==> src/source/decode_pkg.sv <==
`default_nettype none

package decode_pkg;

    // One bit per supported instruction.
    localparam int OP_W = 19;

    // Bit positions in the one-hot opcode vector.
    localparam int OP_ADDU  = 0;
    localparam int OP_SUBU  = 1;
    localparam int OP_AND   = 2;
    localparam int OP_OR    = 3;
    localparam int OP_XOR   = 4;
    localparam int OP_SLT   = 5;
    localparam int OP_SLL   = 6;
    localparam int OP_SRL   = 7;
    localparam int OP_JR    = 8;
    localparam int OP_ADDIU = 9;
    localparam int OP_ANDI  = 10;
    localparam int OP_ORI   = 11;
    localparam int OP_LUI   = 12;
    localparam int OP_LW    = 13;
    localparam int OP_SW    = 14;
    localparam int OP_BEQ   = 15;
    localparam int OP_BNE   = 16;
    localparam int OP_J     = 17;
    localparam int OP_JAL   = 18;

    localparam int DEFAULT_CREDITS = 2; // Issue slots held by the consumer.

    // Fetched instruction as it leaves the fetch stage.
    typedef struct packed {
        logic [31:0] pc;
        logic [31:0] inst;
        logic        in_delay_slot;
    } fetch_pkt_t;

    // Stage-1 result, the raw fields plus the one-hot opcode.
    typedef struct packed {
        logic [31:0]     pc;
        logic [31:0]     inst;
        logic [4:0]      rs;
        logic [4:0]      rt;
        logic [4:0]      rd;
        logic [4:0]      sa;
        logic            w_reg_ena;
        logic [4:0]      w_reg_dst;
        logic [15:0]     imme;
        logic [25:0]     j_imme;
        logic [OP_W-1:0] op_codes;
        logic            in_delay_slot;
    } id1_pkt_t;

    typedef struct packed {
        id1_pkt_t    id1;
        logic [31:0] ext_imme;     // Immediate after zero, sign or upper extension.
        logic        read_rs;
        logic        read_rt;
    } issue_pkt_t;

endpackage

`default_nettype wire
==> src/source/decode_front.sv <==
`default_nettype none

module decode_front #(
    parameter int CREDITS = decode_pkg::DEFAULT_CREDITS
) (
    input  wire                         clk,
    input  wire                         reset_i,
    input  wire                         flush_i,
    input  wire                         exception_flush_i,
    input  wire                         fetch_valid_i,
    input  wire decode_pkg::fetch_pkt_t fetch_pkt_i,
    input  wire                         credit_return_i,
    output logic                        stall_o,
    output logic                        issue_valid_o,
    output decode_pkg::issue_pkt_t      issue_pkt_o
);

    logic                   if_valid;
    decode_pkg::fetch_pkt_t if_pkt;
    decode_pkg::id1_pkt_t   id1_pkt;
    logic                   id2_valid;
    decode_pkg::id1_pkt_t   id2_pkt;

    stage_reg #(
        .payload_t(decode_pkg::fetch_pkt_t)
    ) if_id_reg (
        .clk              (clk),
        .reset_i          (reset_i),
        .flush_i          (flush_i),
        .exception_flush_i(exception_flush_i),
        .stall_i          (stall_o),
        .valid_i          (fetch_valid_i),
        .data_i           (fetch_pkt_i),
        .valid_o          (if_valid),
        .data_o           (if_pkt)
    );

    id1_decoder id1_decoder (
        .pkt_i(if_pkt),
        .pkt_o(id1_pkt)
    );

    // Second register holds the decoded fields while the issue side stalls.
    stage_reg #(
        .payload_t(decode_pkg::id1_pkt_t)
    ) id1_id2_reg (
        .clk              (clk),
        .reset_i          (reset_i),
        .flush_i          (flush_i),
        .exception_flush_i(exception_flush_i),
        .stall_i          (stall_o),
        .valid_i          (if_valid),
        .data_i           (id1_pkt),
        .valid_o          (id2_valid),
        .data_o           (id2_pkt)
    );

    id2_issue #(
        .CREDITS(CREDITS)
    ) id2_issue (
        .clk            (clk),
        .reset_i        (reset_i),
        .valid_i        (id2_valid),
        .pkt_i          (id2_pkt),
        .credit_return_i(credit_return_i),
        .stall_o        (stall_o),
        .issue_valid_o  (issue_valid_o),
        .issue_pkt_o    (issue_pkt_o)
    );

endmodule

`default_nettype wire

==> src/source/id2_issue.sv <==
`default_nettype none

module id2_issue #(
    parameter int CREDITS = decode_pkg::DEFAULT_CREDITS
) (
    input  wire                       clk,
    input  wire                       reset_i,
    input  wire                       valid_i,
    input  wire decode_pkg::id1_pkt_t pkt_i,
    input  wire                       credit_return_i,
    output logic                      stall_o,
    output logic                      issue_valid_o,
    output decode_pkg::issue_pkt_t    issue_pkt_o
);

    localparam int CNT_W = $clog2(CREDITS + 1);

    logic [decode_pkg::OP_W-1:0] op;
    logic [31:0]                 ext_imme;
    logic                        r_alu;
    logic                        read_rs;
    logic                        read_rt;
    logic [CNT_W-1:0]            credit_cnt;
    logic                        deliver;

    assign op = pkt_i.op_codes;

    always_comb begin
        if (op[decode_pkg::OP_ANDI] || op[decode_pkg::OP_ORI]) begin
            ext_imme = {16'h0000, pkt_i.imme}; // Logical immediates are zero extended.
        end else if (op[decode_pkg::OP_LUI]) begin
            ext_imme = {pkt_i.imme, 16'h0000};
        end else begin
            ext_imme = {{16{pkt_i.imme[15]}}, pkt_i.imme};
        end
    end

    assign r_alu = op[decode_pkg::OP_ADDU] | op[decode_pkg::OP_SUBU] |
                   op[decode_pkg::OP_AND]  | op[decode_pkg::OP_OR]   |
                   op[decode_pkg::OP_XOR]  | op[decode_pkg::OP_SLT]  |
                   op[decode_pkg::OP_SLL]  | op[decode_pkg::OP_SRL];

    // Shifts take their amount from sa, and LUI and the jumps have no register source.
    assign read_rs = (|op) & ~(op[decode_pkg::OP_SLL] | op[decode_pkg::OP_SRL] |
                               op[decode_pkg::OP_LUI] | op[decode_pkg::OP_J]   |
                               op[decode_pkg::OP_JAL]);

    assign read_rt = r_alu | op[decode_pkg::OP_SW] |
                     op[decode_pkg::OP_BEQ] | op[decode_pkg::OP_BNE];

    always_comb begin
        issue_pkt_o.id1      = pkt_i;
        issue_pkt_o.ext_imme = ext_imme;
        issue_pkt_o.read_rs  = read_rs;
        issue_pkt_o.read_rt  = read_rt;
    end

    assign issue_valid_o = valid_i;

    // An item leaves whenever one is presented and a slot is free.
    assign deliver = valid_i && (credit_cnt != '0);
    assign stall_o = valid_i && (credit_cnt == '0);

    always_ff @(posedge clk) begin
        if (reset_i) begin
            credit_cnt <= CNT_W'(CREDITS);
        end else if (deliver && !credit_return_i) begin
            credit_cnt <= credit_cnt - 1'b1;
        end else if (!deliver && credit_return_i) begin
            credit_cnt <= credit_cnt + 1'b1;
        end
    end

endmodule

`default_nettype wire

==> src/source/id1_decoder.sv <==
`default_nettype none

module id1_decoder (
    input  wire decode_pkg::fetch_pkt_t pkt_i,
    output decode_pkg::id1_pkt_t        pkt_o
);

    // Primary opcode encodings.
    localparam logic [5:0] OPC_SPECIAL = 6'h00;
    localparam logic [5:0] OPC_J       = 6'h02;
    localparam logic [5:0] OPC_JAL     = 6'h03;
    localparam logic [5:0] OPC_BEQ     = 6'h04;
    localparam logic [5:0] OPC_BNE     = 6'h05;
    localparam logic [5:0] OPC_ADDIU   = 6'h09;
    localparam logic [5:0] OPC_ANDI    = 6'h0c;
    localparam logic [5:0] OPC_ORI     = 6'h0d;
    localparam logic [5:0] OPC_LUI     = 6'h0f;
    localparam logic [5:0] OPC_LW      = 6'h23;
    localparam logic [5:0] OPC_SW      = 6'h2b;

    // Function codes under the SPECIAL opcode.
    localparam logic [5:0] FN_SLL  = 6'h00;
    localparam logic [5:0] FN_SRL  = 6'h02;
    localparam logic [5:0] FN_JR   = 6'h08;
    localparam logic [5:0] FN_ADDU = 6'h21;
    localparam logic [5:0] FN_SUBU = 6'h23;
    localparam logic [5:0] FN_AND  = 6'h24;
    localparam logic [5:0] FN_OR   = 6'h25;
    localparam logic [5:0] FN_XOR  = 6'h26;
    localparam logic [5:0] FN_SLT  = 6'h2a;

    logic [5:0]                  opcode;
    logic [5:0]                  funct;
    logic [decode_pkg::OP_W-1:0] op;
    logic                        r_alu;
    logic                        i_dst;
    logic [4:0]                  dst;

    assign opcode = pkt_i.inst[31:26];
    assign funct  = pkt_i.inst[5:0];

    always_comb begin
        op = '0; // Unsupported encodings leave the vector empty.
        if (opcode == OPC_SPECIAL) begin
            case (funct)
                FN_ADDU: op[decode_pkg::OP_ADDU] = 1'b1;
                FN_SUBU: op[decode_pkg::OP_SUBU] = 1'b1;
                FN_AND:  op[decode_pkg::OP_AND]  = 1'b1;
                FN_OR:   op[decode_pkg::OP_OR]   = 1'b1;
                FN_XOR:  op[decode_pkg::OP_XOR]  = 1'b1;
                FN_SLT:  op[decode_pkg::OP_SLT]  = 1'b1;
                FN_SLL:  op[decode_pkg::OP_SLL]  = 1'b1;
                FN_SRL:  op[decode_pkg::OP_SRL]  = 1'b1;
                FN_JR:   op[decode_pkg::OP_JR]   = 1'b1;
                default: ;
            endcase
        end else begin
            case (opcode)
                OPC_ADDIU: op[decode_pkg::OP_ADDIU] = 1'b1;
                OPC_ANDI:  op[decode_pkg::OP_ANDI]  = 1'b1;
                OPC_ORI:   op[decode_pkg::OP_ORI]   = 1'b1;
                OPC_LUI:   op[decode_pkg::OP_LUI]   = 1'b1;
                OPC_LW:    op[decode_pkg::OP_LW]    = 1'b1;
                OPC_SW:    op[decode_pkg::OP_SW]    = 1'b1;
                OPC_BEQ:   op[decode_pkg::OP_BEQ]   = 1'b1;
                OPC_BNE:   op[decode_pkg::OP_BNE]   = 1'b1;
                OPC_J:     op[decode_pkg::OP_J]     = 1'b1;
                OPC_JAL:   op[decode_pkg::OP_JAL]   = 1'b1;
                default: ;
            endcase
        end
    end

    // R-type ALU instructions write rd.
    assign r_alu = op[decode_pkg::OP_ADDU] | op[decode_pkg::OP_SUBU] |
                   op[decode_pkg::OP_AND]  | op[decode_pkg::OP_OR]   |
                   op[decode_pkg::OP_XOR]  | op[decode_pkg::OP_SLT]  |
                   op[decode_pkg::OP_SLL]  | op[decode_pkg::OP_SRL];

    assign i_dst = op[decode_pkg::OP_ADDIU] | op[decode_pkg::OP_ANDI] |
                   op[decode_pkg::OP_ORI]   | op[decode_pkg::OP_LUI]  |
                   op[decode_pkg::OP_LW]; // These write rt.

    always_comb begin
        if (r_alu) begin
            dst = pkt_i.inst[15:11];
        end else if (i_dst) begin
            dst = pkt_i.inst[20:16];
        end else if (op[decode_pkg::OP_JAL]) begin
            dst = 5'd31; // Link register.
        end else begin
            dst = 5'd0;
        end
    end

    always_comb begin
        pkt_o.pc            = pkt_i.pc;
        pkt_o.inst          = pkt_i.inst;
        pkt_o.rs            = pkt_i.inst[25:21];
        pkt_o.rt            = pkt_i.inst[20:16];
        pkt_o.rd            = pkt_i.inst[15:11];
        pkt_o.sa            = pkt_i.inst[10:6];
        pkt_o.w_reg_dst     = dst;
        pkt_o.w_reg_ena     = (dst != 5'd0); // Register 0 is never written.
        pkt_o.imme          = pkt_i.inst[15:0];
        pkt_o.j_imme        = pkt_i.inst[25:0];
        pkt_o.op_codes      = op;
        pkt_o.in_delay_slot = pkt_i.in_delay_slot;
    end

endmodule

`default_nettype wire

==> src/source/stage_reg.sv <==
`default_nettype none

module stage_reg #(
    parameter type payload_t = logic [31:0]
) (
    input  wire           clk,
    input  wire           reset_i,
    input  wire           flush_i,
    input  wire           exception_flush_i,
    input  wire           stall_i,
    input  wire           valid_i,
    input  wire payload_t data_i,
    output logic          valid_o,
    output payload_t      data_o
);

    logic clear;

    // Exception flush wins even over a stall. A plain flush or an empty
    // input only acts when the pipe can move.
    assign clear = reset_i || exception_flush_i || (!stall_i && (flush_i || !valid_i));

    always_ff @(posedge clk) begin
        if (clear) begin
            valid_o <= 1'b0;
            data_o  <= '0;
        end else if (!stall_i) begin
            valid_o <= valid_i;
            data_o  <= data_i;
        end
    end

endmodule

`default_nettype wire

==> config.mk <==
export PLATFORM = sky130hd
export DESIGN_NAME = decode_front
export DESIGN_NICKNAME = d
export VERILOG_FILES = /design/src/source/decode_pkg.sv /design/src/source/decode_front.sv /design/src/source/id2_issue.sv /design/src/source/id1_decoder.sv /design/src/source/stage_reg.sv
export SDC_FILE = /design/constraint.sdc
export NUM_CORES = 1
export LEC_CHECK = 0
export BUFFER_PORTS_ARGS = -buffer_cell sky130_fd_sc_hd__buf_4
export CAP_MARGIN = 5
export CORE_ASPECT_RATIO = 0.8
export CORE_UTILIZATION = 50
export DETAILED_ROUTE_END_ITERATION = 6
export PLACE_DENSITY = 0.74
export SYNTH_ARGS = -nofsm -noshare
export SYNTH_HDL_FRONTEND = slang
export SYNTH_HIERARCHICAL = 1
export SYNTH_SLANG_ARGS = --single-unit
==> constraint.sdc <==
create_clock -name clk -period 2.2 [get_ports clk]
set_input_delay 0.55 -clock clk [delete_from_list [all_inputs] [get_ports clk]]
set_output_delay 0.55 -clock clk [all_outputs]
set_load 0.1 [all_outputs]
## Word level (Yosys, flattened, before mapping)

Cells that the tools add are included.

| storage, ports and cells | value |
|---|---|
| register bits after elaboration | 221 |
| bits of input ports | 71 |

| cells by class | value |
|---|---|
| $add $sub $neg | 2 |
| equality and inequality tests | 18 |
| mux-type cells | 28 |
| bitwise logic cells | 27 |
| reductions and logical operators | 24 |

Operator list:

| cell | number |
|---|---|
| 6-bit equality test, second input constant | 8 |
| 32-bit 2-to-1 mux | 1 |
| 31-bit 2-to-1 mux | 1 |
| 6-bit by 4-bit equality test with 1-bit output, second input constant | 5 |
| 1-bit OR | 25 |
| 1-bit 2-to-1 mux | 19 |
| 19-bit OR reduction | 1 |
| 6-bit by 2-bit equality test with 1-bit output, second input constant | 3 |
| 5-bit 2-to-1 mux | 3 |
| 6-bit by 3-bit equality test with 1-bit output, second input constant | 2 |
| 6-bit zero test | 2 |
| 10-bit 2-to-1 mux | 1 |
| 9-bit 2-to-1 mux | 1 |
| 1-bit logical AND | 6 |
| 1-bit logical OR | 6 |
| 1-bit zero test | 5 |
| 5-bit nonzero test | 1 |
| 2-bit 2-to-1 mux | 2 |
| 2-bit nonzero test | 2 |
| 2-bit by 1-bit adder with 2-bit output, second input constant | 1 |
| 2-bit zero test | 1 |
| 2-bit by 1-bit subtractor with 2-bit output, second input constant | 1 |
| 1-bit AND | 1 |
| 1-bit inverter | 1 |

## Logic depth before layout (Yosys ltp)

| logic depth | value |
|---|---|
| depth after elaboration | 12 |
| depth in mapped cells | 8 |
| gate-level depth less buffers | 7 |

## By module

The synthesis kept the hierarchy.

Modules (own cells, without submodules):

| module | instances | cells an instance | area each (um^2) | sequential area each (um^2) |
|---|---|---|---|---|
| stage_reg at id1_id2_reg | 1 | 529 | 6169.7 | 3062.9 |
| stage_reg at if_id_reg | 1 | 230 | 2713.9 | 1321.3 |
| id2_issue | 1 | 215 | 1602.8 | 40.0 |
| id1_decoder | 1 | 203 | 1411.4 | 0.0 |

## Least setup slack after synthesis

OpenSTA, ideal clock, no wires.

| timing path | value |
|---|---|
| kind | reg2reg |
| start point | register id2_issue.credit_cnt[0] |
| end point | register id1_id2_reg/data_o[79] (netlist name) |
| arrival | 3714 ps |
| setup slack | -1640 ps |
| stages on the path, launching flop included | 7 |
| buffers on the path | 3 |
| clock period less this slack | 3840 ps |
| path through | dfxtp_1 > nor3b_1 > buf_4 > buf_6 > buf_6 > mux2i_1 > a211oi_2 |

| between the ends | value |
|---|---|
| cells in the longest elaborated chain, start to end | 5 |

RTL lines:

| what | line | RTL |
|---|---|---|
| start: declaration | id2_issue.sv:23 | `logic [CNT_W-1:0] credit_cnt;` |
| start signal: assignment | id2_issue.sv:66 | `credit_cnt <= CNT_W'(CREDITS);` |
| start signal: assignment | id2_issue.sv:68 | `credit_cnt <= credit_cnt - 1'b1;` |
| start signal: assignment | id2_issue.sv:70 | `credit_cnt <= credit_cnt + 1'b1;` |
| 2-bit zero test * | id2_issue.sv:62 | `assign stall_o = valid_i && (credit_cnt == '0);` |
| 1-bit logical AND * | id2_issue.sv:62 |  |
| named net stall_o | decode_front.sv:13 | `output logic stall_o,` |
| 1-bit zero test | stage_reg.sv:21 | `assign clear = reset_i \|\| exception_flush_i \|\| (!stall_i && (flush_i \|\| !valid_i));` |
| 1-bit logical AND | stage_reg.sv:21 |  |
| 1-bit logical OR | stage_reg.sv:21 |  |
| end signal: assignment | stage_reg.sv:29 | `data_o <= data_i;` |
| end: declaration | stage_reg.sv:14 | `output payload_t data_o` |

Mark *: on every way through the listed nets, which the timed path passes. The rest lies on a longest branch.
A chain may end at the register's enable or synchronous reset.

==> summary.md <==
| Metric | Value |
|---|---|
| Register area | 0.00443 mm2 |
| NetSw | approximately 1.8 mW |
| Die width | 174 um |
| Final Hold Fails | 0 |
| First-pass GRT wire length | about 44 mm |
| Net Sw Frac | 0.216 |
| Number of synthesized flops with an enable pin | 0 |
| Post-route setup slack | -0.162 ns |
| CTS sink count | between 200 and 250 |
| Worst Path Class, Setup | reg2out |
| Syn nets | 1249 |
| WL per Instance | 20.3 um |
| CTS tree | built |
| Final nets | 1191 |
| PwrDens | 640 mW/mm2 |
| Hold Crit Depth | 2 |
| IO buf count | 258 |
| Max-slew violation count | 0 |
| Worst R2R End | id1_id2_reg/data_o[4] |
| Post-synth top flop | dfxtp_1 |
| Worst-Margin Slew | 0.650 ns |
| IO Pins | 259 |
| Total wire length | about 30 mm |
| Number of global-route vias before repair | 7448 |
| Mapped Area | 0.0119 mm2 |
| Global route total overflow | 0 |
| CP arrival | 1.81 ns |
| Gp weighted congestion | 0.823 |
| Cells after Synth | 1177 |
| Die ar. | 0.0244 mm2 |
| Fin crit period | 2.36 ns |
| Critical Path RT | 1.65 ns |
| Antenna diodes | 0 |
| Post-synth ARST share | 0 |
| CTS max path bufs | 3 |
| GRT Overall Usage | 0.226 |
| Detailed Place HPWL | 18.4 mm |
| Critical path buffers and inverters | 2 |
| Footprint of the multi-input gates | 0.00486 mm2 |
| Via count | 8067 |
| Comb pwr share | 0.047 |
| Initial Util | 0.509 |
| Hold Crit Endpoint | id2_issue/credit_cnt[0] |
| Place WS | 0.148 ns |
| Worst-path clk slew | roughly 0.07 ns |
| Static leakage | 4.65 nW |
| Synthesis-to-finish area growth | 12.2% |
| Post-synthesis sequential area ratio | 0.372 |
| Met3 WL | 1.75 mm |
| Clk pwr share | 0.479 |
| Clk root buf | clkbuf_16 |
| Slowest stage cell, crit path | dfxtp_4 |
| Warnings, synthesis | 6 |
| Drt first pass iters | 5 |
| Reg2Reg Setup Slack | 0.14 ns |
| R2R cell count | 7 |
| Std-Cell Rows | 50 |
| Most frequent cell on the critical path | buf_12 |
| Final instance area | 0.0134 mm2 |
| Hold Path Class | in2reg |
| Clock latency on the worst-skew pair | 0.51 ns |
| Top delay family on crit path | simple AND/OR/NAND/NOR gates |
| Maxcap violations | 0 |
| Top Layer Used | met4 |
| Reg2reg start | if_id_reg/data_o[30] |
| Overall Power | 8.54 mW |
| RSZ-0062 raised after global routing | yes |
| Worst vdd ir | 426 uV |
| Slowest stage delay, CP | 0.36 ns |
| Crit. End Element | output pin |
| Crit path cell chain | nor2_2 -> and2_4 -> buf_12 -> a21o_1 -> buf_12 |
| Clock Skew | 0.0184 ns |
| Sequential fraction of design power | 0.474 |
| Largest net degree at the start of global routing | 69 |
| Fmax | roughly 420 MHz |
| Hold_sp | reset_i |
| #FFs+latches synth | 221 |
| Failing checks | setup timing |
| Met1 wire length | roughly 13 mm |
| Worst-path fanout max | 16 |
| Vias per cell | around 5.6 |
| # DRC | 0 |
| DR iter-0 viols | 534 |
| Core Area | 0.0234 mm2 |
| Met2 WL | 13.7 mm |
| Rel. slew slack | 0.567 |
| WHS | 0.231 ns |
| Yosys cell types | between 50 and 60 |
| Die Span Y | 140 um |
| H-Tree Depth | 1 |
| ANT nets after route | 0 |
| Placed cell areas | between 0.01 and 0.015 mm2 |
| Fraction of layout cells with a size suffix above 1 | 0.340 |
| Filler cells | 1990 |
| Critical path startpoint category | flop |
| TritonCTS Buffers | 23 |
| Final cycle utilization of the critical path | 1.07 |
| Final setup vio count | 31 |
| Status | complete, but fails checks |
| Internal power | 6.70 mW |
| Initial antenna violation count | 0 |
| Worst setup path startpoint | id1_id2_reg/data_o[12] |
| Mean Syn Cell Area | 10.1 um2 |
[cells in the final DEF (no fill, tap or decap), types with 2 or more instances in the layout]
cell | synthesis | layout
a211oi_1 | 213 | 212
a211oi_2 | 6 | 7
a21o_1 | 17 | 17
a21oi_1 | 5 | 4
buf_12 | 5 | 45
buf_4 | 295 | 255
buf_6 | 10 | 2
bufinv_16 | 0 | 4
clkbuf_1 | 32 | 6
clkbuf_16 | 0 | 24
clkbuf_8 | 0 | 3
clkinv_2 | 0 | 3
dfxtp_1 | 221 | 216
dfxtp_2 | 0 | 4
inv_1 | 4 | 3
inv_6 | 0 | 2
mux2i_1 | 219 | 219
nand2_1 | 9 | 9
nand2b_1 | 7 | 5
nand3_1 | 3 | 3
nor2_1 | 19 | 18
nor2_2 | 1 | 2
nor2b_4 | 0 | 15
nor3_1 | 8 | 7
nor3_2 | 1 | 2
nor4_1 | 6 | 5
or4_1 | 2 | 2
xor2_1 | 2 | 2
[timing repair]
| action | in CTS | in global routing |
|---|---|---|
| pin swaps | 15 | 4 |
| gates cloned | 0 | 1 |
| endpoints found under the setup margin | 32 | 40 |
| hold buffers | 0 | 0 |
| setup buffers | 2 | 0 |
| gates resized for setup | 79 | 66 |
[registers in the layout (all words and copies together) (netlist names)]
signal / count
id1_id2_reg/data_o: 152
if_id_reg/data_o: 65
id2_issue/credit_cnt: 2
id1_id2_reg/valid_o: 1
if_id_reg/valid_o: 1
[worst register-to-register path: cells and delay by family, from the launching register on]
kind            cells  cell delay (ns)
simple gates        5             1.39
mux                 1             0.10
flops               1             0.31
compound gates      1             0.21
[stage by stage]
stage	cells	util	TNS, ns
finish	1446	0.571	-3.61
global route	1446	0.571	-5.17
CTS	1445	0.558	-1.69
detailed placement	1403	0.511	0
global placement	1403	0.511	0
floorplan	1177	-	-7.87
[synth_stat cells (3+ instances only)]
library cell / n / share of area
mux2i_1: 219 / 0.18
clkbuf_1: 32 / 0.010
a211oi_1: 213 / 0.13
nand3_1: 3 / 0.0013
nor2b_1: 17 / 0.0089
nand2_1: 9 / 0.0028
nor3_1: 8 / 0.0034
buf_2: 44 / 0.019
buf_12: 5 / 0.0084
a211oi_2: 6 / 0.0063
a21oi_1: 5 / 0.0021
dfxtp_1: 221 / 0.37
buf_4: 295 / 0.19
nand2b_1: 7 / 0.0037
nor2_1: 19 / 0.0060
inv_1: 4 / 0.0013
a21o_1: 17 / 0.011
nor4_1: 6 / 0.0032
buf_6: 10 / 0.0095
[cell families (layout without fill, tap and decap cells)]
group / after synthesis / after routing / share of synthesized area
buf+inv: 391 / 348 / 0.234
xor+xnor: 3 / 3 / 0.00221
flops: 221 / 221 / 0.372
simple gates: 91 / 91 / 0.0459
compound gates: 250 / 250 / 0.160
mux: 220 / 220 / 0.185
fa+ha+maj: 1 / 1 / 0.00105
[per-layer routing]
layer | GRT usage | vias up
li1 | - | 3849
met1 | 0.323 | 3925
met2 | 0.350 | 249
met3 | 0.0451 | 44
met4 | 0.0508 | 0
met5 | 0 | -
[worst max path at each step]
stage          cells past startpoint  slack [ns]                     end
2_1_floorplan                      4       -0.50         issue_pkt_o[10]
3_3_place_gp                       7        0.19   id1_id2_reg/data_o[4]
3_5_place_dp                       7        0.15  id1_id2_reg/data_o[67]
4_1_cts                            4       -0.10          issue_pkt_o[1]
5_1_grt                            5       -0.21         issue_pkt_o[26]
6_report                           5       -0.16         issue_pkt_o[26]
[area by class of cell]
| type | count | share of cell area |
|---|---|---|
| Timing Repair Buffer | 303 | 0.214 |
| Clock inverter | 8 | 0.0108 |
| Clock buffer | 32 | 0.0479 |
| Tap cell | 312 | 0.0292 |
| Sequential cell | 221 | 0.332 |
| Multi-Input combinational cell | 565 | 0.364 |
| Inverter | 5 | 0.00178 |
[power by group through the flow]
stage	Sequential (mW)	Clock, mW	Combinational [mW]
2_1_floorplan	4.14	0	0.270
3_3_place_gp	4.14	0	0.383
3_5_place_dp	4.14	0	0.392
4_1_cts	4.05	4.19	0.394
5_1_grt	4.05	4.35	0.434
6_report	4.05	4.10	0.398
Power figures use the tool's default switching activity.
